$ cat config.mk
export PLATFORM = sky130hd
export DESIGN_NAME = sc_config_top
export DESIGN_NICKNAME = d
export VERILOG_FILES = /design/src/verilog/sc_pkg.sv /design/src/verilog/sc_apb_regs.sv /design/src/verilog/sc_param_fifo.sv /design/src/verilog/sc_bit_timer.sv /design/src/verilog/sc_load_fsm.sv /design/src/verilog/sc_shift_out.sv /design/src/verilog/sc_config_top.sv
export VERILOG_INCLUDE_DIRS = /design/src /design/src/include
export SDC_FILE = /design/constraint.sdc
export NUM_CORES = 1
export LEC_CHECK = 0
export ABC_CLOCK_PERIOD_IN_PS = 3100
export BUFFER_PORTS_ARGS = -buffer_cell sky130_fd_sc_hd__buf_4
export CORE_MARGIN = 1
export CORE_UTILIZATION = 49
export CTS_BUF_LIST = sky130_fd_sc_hd__clkbuf_4 sky130_fd_sc_hd__clkbuf_8
export DETAILED_ROUTE_END_ITERATION = 7
export GPL_TIMING_DRIVEN = 0
export MAX_ROUTING_LAYER = met4
export PLACE_DENSITY = 0.69
export SYNTH_ARGS = -nofsm -noshare
export SYNTH_HDL_FRONTEND = slang
export SYNTH_HIERARCHICAL = 1
export SYNTH_SLANG_ARGS = --single-unit
export TNS_END_PERCENT = 100
$ cat constraint.sdc
create_clock -name Clk_5M -period 3.1 [get_ports Clk_5M]
set_input_delay 0.62 -clock Clk_5M [delete_from_list [all_inputs] [get_ports Clk_5M]]
set_output_delay 0.62 -clock Clk_5M [all_outputs]
set_load 0.05 [all_outputs]
$ cat src/include/sc_macros.svh
`ifndef SC_MACROS_SVH
`define SC_MACROS_SVH

// parameter word width
`define SC_WORD_W 16

// parameter fifo geometry
`define SC_FIFO_DEPTH 16
`define SC_FIFO_AW 4

// sr_rstb low time in Clk_5M cycles
`define SC_RSTB_CYCLES 4

// apb register offsets
`define SC_REG_CTRL 4'h0
`define SC_REG_DATA 4'h4
`define SC_REG_STATUS 4'h8
`define SC_REG_RDBK 4'hC

`endif

$ cat src/verilog/sc_pkg.sv
`default_nettype none

`include "sc_macros.svh"

package sc_pkg;

  // one slow-control word
  typedef logic [`SC_WORD_W-1:0] sc_word_t;
  // fifo fill count, one extra bit for full
  typedef logic [`SC_FIFO_AW:0] sc_level_t;
  typedef logic [3:0] sc_addr_t;
  // four Clk_5M phases per serial bit
  typedef logic [1:0] sc_phase_t;
  typedef logic [3:0] sc_bit_idx_t;

  // load sequencer states
  typedef enum logic [2:0] {
    st_idle, st_rst_hold, st_read, st_latency,
    st_load, st_shift, st_gap, st_end
  } sc_state_t;

endpackage

`default_nettype wire

$ cat src/verilog/sc_apb_regs.sv
`timescale 1ns/1ps
`default_nettype none

`include "sc_macros.svh"

module sc_apb_regs (
  input  wire                  Clk_5M,
  input  wire                  reset_n,
  input  wire sc_pkg::sc_addr_t paddr,
  input  wire                  psel,
  input  wire                  penable,
  input  wire                  pwrite,
  input  wire [31:0]           pwdata,
  input  wire                  fifo_full,
  input  wire sc_pkg::sc_level_t fifo_level,
  input  wire                  run_end,
  input  wire                  busy,
  input  wire sc_pkg::sc_word_t rdbk,
  output logic [31:0]          prdata,
  output logic                 pready,
  output logic                 pslverr,
  output logic                 fifo_push,
  output sc_pkg::sc_word_t     fifo_wdata,
  output logic                 start_pulse
);
  import sc_pkg::*;

  logic        access;
  logic        wr_access;
  logic        rd_setup;
  logic        addr_ok;
  logic        done;
  logic [31:0] rd_mux;

  // no wait states
  assign pready = 1'b1;
  // access phase of a transfer
  assign access = psel & penable;
  assign wr_access = access & pwrite;
  // setup phase of a read, prdata is loaded here
  assign rd_setup = psel & ~penable & ~pwrite;

  assign addr_ok = (paddr == `SC_REG_CTRL) | (paddr == `SC_REG_DATA) |
                   (paddr == `SC_REG_STATUS) | (paddr == `SC_REG_RDBK);
  // bad offset, or data write into a full fifo
  assign pslverr = access & (~addr_ok | (pwrite & (paddr == `SC_REG_DATA) & fifo_full));

  // word dropped when full
  assign fifo_push = wr_access & (paddr == `SC_REG_DATA) & ~fifo_full;
  assign fifo_wdata = pwdata[$bits(sc_word_t)-1:0];
  // start ignored while a load runs
  assign start_pulse = wr_access & (paddr == `SC_REG_CTRL) & pwdata[0] & ~busy;

  // sticky done flag
  always_ff @(posedge Clk_5M or negedge reset_n) begin
    if (!reset_n) begin
      done <= 1'b0;
    end else if (run_end) begin
      done <= 1'b1;
    end else if (start_pulse | (wr_access & (paddr == `SC_REG_CTRL) & pwdata[1])) begin
      done <= 1'b0;
    end
  end

  // read data select
  always_comb begin
    rd_mux = '0;
    case (paddr)
      `SC_REG_STATUS: rd_mux = {{(24-$bits(sc_level_t)){1'b0}}, fifo_level,
                                5'b0, fifo_full, done, busy};
      `SC_REG_RDBK:   rd_mux = {{(32-$bits(sc_word_t)){1'b0}}, rdbk};
      default:        rd_mux = '0;
    endcase
  end

  // registered read data, zero again after the access
  always_ff @(posedge Clk_5M or negedge reset_n) begin
    if (!reset_n) begin
      prdata <= '0;
    end else if (rd_setup) begin
      prdata <= rd_mux;
    end else if (access) begin
      prdata <= '0;
    end
  end

  // one start pulse per accepted write
  a_start_single : assert property (@(posedge Clk_5M) disable iff (!reset_n)
    start_pulse |=> !start_pulse);

endmodule

`default_nettype wire

$ cat src/verilog/sc_param_fifo.sv
`timescale 1ns/1ps
`default_nettype none

`include "sc_macros.svh"

module sc_param_fifo (
  input  wire                   Clk_5M,
  input  wire                   reset_n,
  input  wire                   push,
  input  wire sc_pkg::sc_word_t wdata,
  input  wire                   pop,
  output sc_pkg::sc_word_t      rdata,
  output logic                  empty,
  output logic                  full,
  output sc_pkg::sc_level_t     level
);
  import sc_pkg::*;

  sc_word_t               mem [`SC_FIFO_DEPTH];
  logic [`SC_FIFO_AW-1:0] wr_ptr;
  logic [`SC_FIFO_AW-1:0] rd_ptr;

  assign empty = (level == '0);
  assign full = (level == sc_level_t'(`SC_FIFO_DEPTH));

  // pointers wrap at depth, level tracks fill
  always_ff @(posedge Clk_5M or negedge reset_n) begin
    if (!reset_n) begin
      wr_ptr <= '0;
      rd_ptr <= '0;
      level <= '0;
    end else begin
      if (push & ~full)
        wr_ptr <= wr_ptr + 1'b1;
      if (pop & ~empty)
        rd_ptr <= rd_ptr + 1'b1;
      level <= level + sc_level_t'(push & ~full) - sc_level_t'(pop & ~empty);
    end
  end

  // storage and registered read port
  always_ff @(posedge Clk_5M) begin
    if (push & ~full)
      mem[wr_ptr] <= wdata;
    if (pop & ~empty)
      rdata <= mem[rd_ptr];
  end

  // sequencer only pops a non-empty fifo
  a_no_pop_empty : assert property (@(posedge Clk_5M) disable iff (!reset_n)
    pop |-> !empty);
  // register block drops writes when full
  a_no_push_full : assert property (@(posedge Clk_5M) disable iff (!reset_n)
    push |-> !full);

endmodule

`default_nettype wire

$ cat src/verilog/sc_bit_timer.sv
`timescale 1ns/1ps
`default_nettype none

module sc_bit_timer (
  input  wire           Clk_5M,
  input  wire           reset_n,
  input  wire           run,
  output sc_pkg::sc_phase_t phase,
  output logic          bit_tick,
  output logic          last_bit,
  output logic          sr_ck_raw
);
  import sc_pkg::*;

  sc_bit_idx_t bit_idx;

  ////////////////////////////////////////
  // phase and bit counters
  ////////////////////////////////////////

  // both held at zero between words
  always_ff @(posedge Clk_5M or negedge reset_n) begin
    if (!reset_n) begin
      phase <= '0;
      bit_idx <= '0;
    end else if (!run) begin
      phase <= '0;
      bit_idx <= '0;
    end else begin
      phase <= phase + 1'b1;
      if (bit_tick)
        bit_idx <= bit_idx + 1'b1;
    end
  end

  // last phase of a bit
  assign bit_tick = run & (phase == 2'd3);
  assign last_bit = bit_tick & (bit_idx == 4'd15);
  // quarter rate clock, high in phases 2 and 3
  assign sr_ck_raw = phase[1];

  // run only drops once the last bit of a word is done
  a_last_bit : assert property (@(posedge Clk_5M) disable iff (!reset_n)
    $fell(run) |-> $past(last_bit));

endmodule

`default_nettype wire

$ cat src/verilog/sc_load_fsm.sv
`timescale 1ns/1ps
`default_nettype none

`include "sc_macros.svh"

module sc_load_fsm (
  input  wire  Clk_5M,
  input  wire  reset_n,
  input  wire  start_pulse,
  input  wire  fifo_empty,
  input  wire  bit_tick,
  input  wire  last_bit,
  output logic fifo_pop,
  output logic timer_run,
  output logic load,
  output logic shift_en,
  output logic sr_ck_en,
  output logic sr_rstb,
  output logic busy,
  output logic run_end
);
  import sc_pkg::*;

  sc_state_t  state;
  sc_state_t  state_nxt;
  logic [2:0] hold_cnt;
  logic       hold_done;

  // last cycle of the register reset pulse
  assign hold_done = (hold_cnt == 3'(`SC_RSTB_CYCLES - 1));

  ////////////////////////////////////////
  // next state
  ////////////////////////////////////////
  always_comb begin
    state_nxt = state;
    case (state)
      st_idle:     if (start_pulse) state_nxt = st_rst_hold;
      st_rst_hold: if (hold_done) state_nxt = st_read;
      // empty fifo ends the run
      st_read:     state_nxt = fifo_empty ? st_end : st_latency;
      // fifo read data arrives here
      st_latency:  state_nxt = st_load;
      st_load:     state_nxt = st_shift;
      // 16 bits of 4 phases each
      st_shift:    if (bit_tick & last_bit) state_nxt = st_gap;
      st_gap:      state_nxt = st_read;
      st_end:      state_nxt = st_idle;
      default:     state_nxt = st_idle;
    endcase
  end

  always_ff @(posedge Clk_5M or negedge reset_n) begin
    if (!reset_n) begin
      state <= st_idle;
      hold_cnt <= '0;
    end else begin
      state <= state_nxt;
      // counts only during the hold
      hold_cnt <= (state == st_rst_hold) ? hold_cnt + 1'b1 : 3'd0;
    end
  end

  ////////////////////////////////////////
  // state decodes
  ////////////////////////////////////////
  assign fifo_pop = (state == st_read) & ~fifo_empty;
  assign load = (state == st_load);
  assign timer_run = (state == st_shift);
  assign shift_en = (state == st_shift);
  // serial clock off in the gap
  assign sr_ck_en = (state == st_shift);
  assign sr_rstb = (state != st_rst_hold);
  assign busy = (state != st_idle);
  assign run_end = (state == st_end);

  // a start only arrives between runs
  a_start_idle : assert property (@(posedge Clk_5M) disable iff (!reset_n)
    start_pulse |-> (state == st_idle));

endmodule

`default_nettype wire

$ cat src/verilog/sc_shift_out.sv
`timescale 1ns/1ps
`default_nettype none

module sc_shift_out (
  input  wire                   Clk_5M,
  input  wire                   reset_n,
  input  wire                   load,
  input  wire sc_pkg::sc_word_t wdata,
  input  wire                   shift_en,
  input  wire                   bit_tick,
  input  wire                   sr_ck_raw,
  input  wire                   sr_ck_en,
  input  wire                   sr_out,
  output logic                  sr_ck,
  output logic                  sr_in,
  output sc_pkg::sc_word_t      rdbk
);
  import sc_pkg::*;

  sc_word_t shreg;
  logic     sr_ck_q;
  logic     ck_rise;

  // gated serial clock to the chip
  assign sr_ck = sr_ck_en & sr_ck_raw;
  // msb first, changes only at phase 0
  assign sr_in = shreg[$bits(sc_word_t)-1];
  assign ck_rise = sr_ck & ~sr_ck_q;

  // parallel load, shift left at end of each bit
  always_ff @(posedge Clk_5M or negedge reset_n) begin
    if (!reset_n) begin
      shreg <= '0;
    end else if (load) begin
      shreg <= wdata;
    end else if (shift_en & bit_tick) begin
      shreg <= shreg << 1;
    end
  end

  // chip output sampled on rising sr_ck
  always_ff @(posedge Clk_5M or negedge reset_n) begin
    if (!reset_n) begin
      sr_ck_q <= 1'b0;
      rdbk <= '0;
    end else begin
      sr_ck_q <= sr_ck;
      if (ck_rise)
        rdbk <= {rdbk[$bits(sc_word_t)-2:0], sr_out};
    end
  end

endmodule

`default_nettype wire

$ cat src/verilog/sc_config_top.sv
`timescale 1ns/1ps
`default_nettype none

module sc_config_top (
  input  wire                   Clk_5M,
  input  wire                   reset_n,
  input  wire sc_pkg::sc_addr_t paddr,
  input  wire                   psel,
  input  wire                   penable,
  input  wire                   pwrite,
  input  wire [31:0]            pwdata,
  input  wire                   sr_out,
  output logic [31:0]           prdata,
  output logic                  pready,
  output logic                  pslverr,
  output logic                  sr_ck,
  output logic                  sr_rstb,
  output logic                  sr_in
);
  import sc_pkg::*;

  ////////////////////////////////////////
  // internal nets
  ////////////////////////////////////////
  logic      fifo_push;
  logic      fifo_pop;
  logic      fifo_empty;
  logic      fifo_full;
  sc_word_t  fifo_wdata;
  sc_word_t  fifo_rdata;
  sc_level_t fifo_level;
  sc_word_t  rdbk;
  logic      start_pulse;
  logic      busy;
  logic      run_end;
  logic      timer_run;
  logic      load;
  logic      shift_en;
  logic      sr_ck_en;
  logic      bit_tick;
  logic      last_bit;
  logic      sr_ck_raw;

  sc_apb_regs regs_i (
    .Clk_5M, .reset_n, .paddr, .psel, .penable, .pwrite, .pwdata,
    .fifo_full, .fifo_level, .run_end, .busy, .rdbk,
    .prdata, .pready, .pslverr, .fifo_push, .fifo_wdata, .start_pulse
  );

  sc_param_fifo fifo_i (
    .Clk_5M, .reset_n, .push(fifo_push), .wdata(fifo_wdata), .pop(fifo_pop),
    .rdata(fifo_rdata), .empty(fifo_empty), .full(fifo_full), .level(fifo_level)
  );

  sc_load_fsm fsm_i (
    .Clk_5M, .reset_n, .start_pulse, .fifo_empty, .bit_tick, .last_bit,
    .fifo_pop, .timer_run, .load, .shift_en, .sr_ck_en, .sr_rstb, .busy, .run_end
  );

  // phase only drives sr_ck_raw inside the timer
  sc_bit_timer timer_i (
    .Clk_5M, .reset_n, .run(timer_run),
    .phase(), .bit_tick, .last_bit, .sr_ck_raw
  );

  sc_shift_out shift_i (
    .Clk_5M, .reset_n, .load, .wdata(fifo_rdata), .shift_en, .bit_tick,
    .sr_ck_raw, .sr_ck_en, .sr_out, .sr_ck, .sr_in, .rdbk
  );

endmodule

`default_nettype wire

==> results.json <==
{
  "layout-area-overhead-vs-synth_pct": 14.8,
  "gr-usage-all-layers_pct": 19.6,
  "ys_warn_count": 6,
  "detailroute.wirelength.met3_mm": 1.46,
  "numPlacedInstances": 1300,
  "weighted_congestion_at_the_end_of_routability_driven_global_placement": 0.791,
  "tightestPinTransition_ps": 977,
  "slew_headroom_pct": 34.8,
  "syn-mean-instance-area_um2": 17.3,
  "viasPerCell": 5.48,
  "placement.io_buffers": 30,
  "via_count": 7660,
  "wire_length_of_the_first_global_routing_pass_mm": 44.0,
  "drive_above_1_share_pct": 32.7,
  "worstReg2RegStart": "fifo_i/level[2]",
  "crit-reg2reg-capture": "fifo_i/level[4]",
  "synthesis.area_mm2": 0.0147,
  "timing_max_transition_violations_final": 0,
  "via_count_of_the_first_global_routing_pass": 7527,
  "die-width_um": 175,
  "met2WireLength_mm": 13.6,
  "pre_cts_ws_ps": -424,
  "worstSetupPathType": "reg2reg",
  "worst_skew_pair.late_latency_ps": 600,
  "max-clock-path-buffers": 3,
  "dp.final_hpwl_mm": 18.9,
  "leading_cell_type_in_the_layout_fill_and_taps_excluded": "sky130_fd_sc_hd__edfxtp_1",
  "timing.critical_path.from_type": "register",
  "die_height_um": 175,
  "worst_setup_path_end_kind": "register",
  "final_worst_slack_ps": 124,
  "setup.reg_to_reg.worst_slack_ps": 120,
  "antenna_violating_nets_post_route": 0,
  "fmax_mhz": 336,
  "setup_viol_count_final": 0,
  "ports_placed_on_the_boundary": 79,
  "final_std_cells_w_o_fill": 1399,
  "overflow": 0,
  "cts.sink_count": 347,
  "start_util_pct": 49.7,
  "detailedRoute.firstPassIterationCount": 5,
  "layout.cells.most_common_list": "sky130_fd_sc_hd__edfxtp_1, sky130_fd_sc_hd__buf_4, sky130_fd_sc_hd__mux2i_1, sky130_fd_sc_hd__dfrtp_1, sky130_fd_sc_hd__clkbuf_8",
  "final.setup.tns_ps": 0,
  "timing.clock.skew_ps": 46.1,
  "core_area_mm2": 0.0296,
  "wire_per_inst_um": 20.4,
  "detailed_place.area_mm2": 0.0157,
  "whs_ps": 189,
  "rsz0062_at_grt": "true",
  "placementRows": 63,
  "worstHoldPathType": "in2async",
  "worst_r2r_path_depth": 15,
  "detail_route.wirelength_mm": 28.5,
  "p_leak_nw": 6.44,
  "cts_tree": "yes",
  "arrival_time_reported_for_the_critical_path_endpoint_ps": 3490,
  "final_core_util_pct": 57.0,
  "run_status": "completed",
  "critical_path_required_ps": 3610,
  "final_nets": 1031,
  "cellPowerDensity_mw_per_mm2": 816,
  "synth_cells": 853,
  "drc": 0,
  "h-tree-depth": 2,
  "metal1_wirelength_mm": 13.0,
  "power.total_mw": 13.8,
  "tritoncts_buffers": 55,
  "cts.root.buffer_cell": "sky130_fd_sc_hd__clkbuf_8",
  "cts.reportedPaths.clkPinSlew_ps": 60,
  "worstPathMaxFanout": 7,
  "initial_antenna_violation_count": 1,
  "die_area_mm2": 0.0307,
  "final.min_clock_period_ps": 2980,
  "grt_max_degree": 76,
  "hold_viol": 0,
  "final_cell_area_mm2": 0.0169,
  "top_layer_used": "met4",
  "drtIter0Drc": 579,
  "ir_worst_vdd_v": 0.000452,
  "final.period_utilization_pct": 96.0,
  "drv_cap": 0
}
registers in the layout (all words and copies together), names as in the netlist:
| register | count |
|---|---|
| fifo_i/level | 5 |
| fifo_i/mem | 256 |
| fifo_i/rd_ptr | 4 |
| fifo_i/rdata | 16 |
| fifo_i/wr_ptr | 4 |
| fsm_i/hold_cnt | 3 |
| fsm_i/state | 3 |
| regs_i/done | 1 |
| regs_i/prdata | 16 |
| shift_i/rdbk | 16 |
| shift_i/shreg | 16 |
| shift_i/sr_ck_q | 1 |
| timer_i/bit_idx | 4 |
| timer_i/phase | 2 |
per-layer routing:
| metal | GRT usage (%) | vias up |
|---|---|---|
| li1 | - | 3513 |
| met1 | 26.6 | 3895 |
| met2 | 30.8 | 211 |
| met3 | 3.46 | 41 |
| met4 | 4.86 | 0 |
| met5 | - | - |
power by group:
group	total [mW]	internal [mW]	switching, mW	leakage, nW
combinational	4.18	1.81	2.37	2.40
sequential	5.63	5.45	0.188	3.42
clock	3.98	2.25	1.73	0.616
timing repair:
| item | 4_1_cts | 5_1_grt |
|---|---|---|
| hold buffers | 0 | 0 |
| endpoints found under the setup margin | 131 | 128 |
| resized for setup | 6 | 11 |
| setup buffers | 2 | 0 |
final cells by class:
type,count,area (um2)
diodes,1,2.50
plain buffers,82,639
clock buffers,87,1060
clock inverters,9,90.1
fillers,2313,12700
inverters,21,81.3
multi-input cells,418,4080
flip-flops and latches,347,10000
well taps,390,488
repair buffers,44,410
worst max-delay path: stages (launching register included):
cell                       delay [ps]
sky130_fd_sc_hd__dfrtp_1          340
sky130_fd_sc_hd__inv_1             60
sky130_fd_sc_hd__ha_1             200
sky130_fd_sc_hd__and4bb_2         290
sky130_fd_sc_hd__and4bb_2         300
sky130_fd_sc_hd__nor2b_4          190
sky130_fd_sc_hd__buf_6            160
sky130_fd_sc_hd__inv_4             70
sky130_fd_sc_hd__ha_1             280
sky130_fd_sc_hd__inv_1             40
sky130_fd_sc_hd__ha_2             180
sky130_fd_sc_hd__fa_2             370
sky130_fd_sc_hd__a21oi_1          130
sky130_fd_sc_hd__nor2_1            60
sky130_fd_sc_hd__nor2_1           110
sky130_fd_sc_hd__xnor2_1          130
worst max path at each step:
| stage | startpoint | slack (ps) | cells past startpoint | end |
|---|---|---|---|---|
| 5_1_grt | fifo_i/level[2] | -50 | 15 | fifo_i/level[4] |
| 4_1_cts | fifo_i/level[2] | 20 | 15 | fifo_i/level[4] |
| 3_5_place_dp | paddr[2] | -420 | 14 | fifo_i/level[4] |
| 3_3_place_gp | paddr[2] | -2270 | 7 | fifo_i/mem[3][11] |
| 2_1_floorplan | paddr[2] | -490 | 7 | fifo_i/mem[3][0] |
| 6_report | fifo_i/level[2] | 120 | 15 | fifo_i/level[4] |
Note: power is estimated with default switching activity, not from simulation.
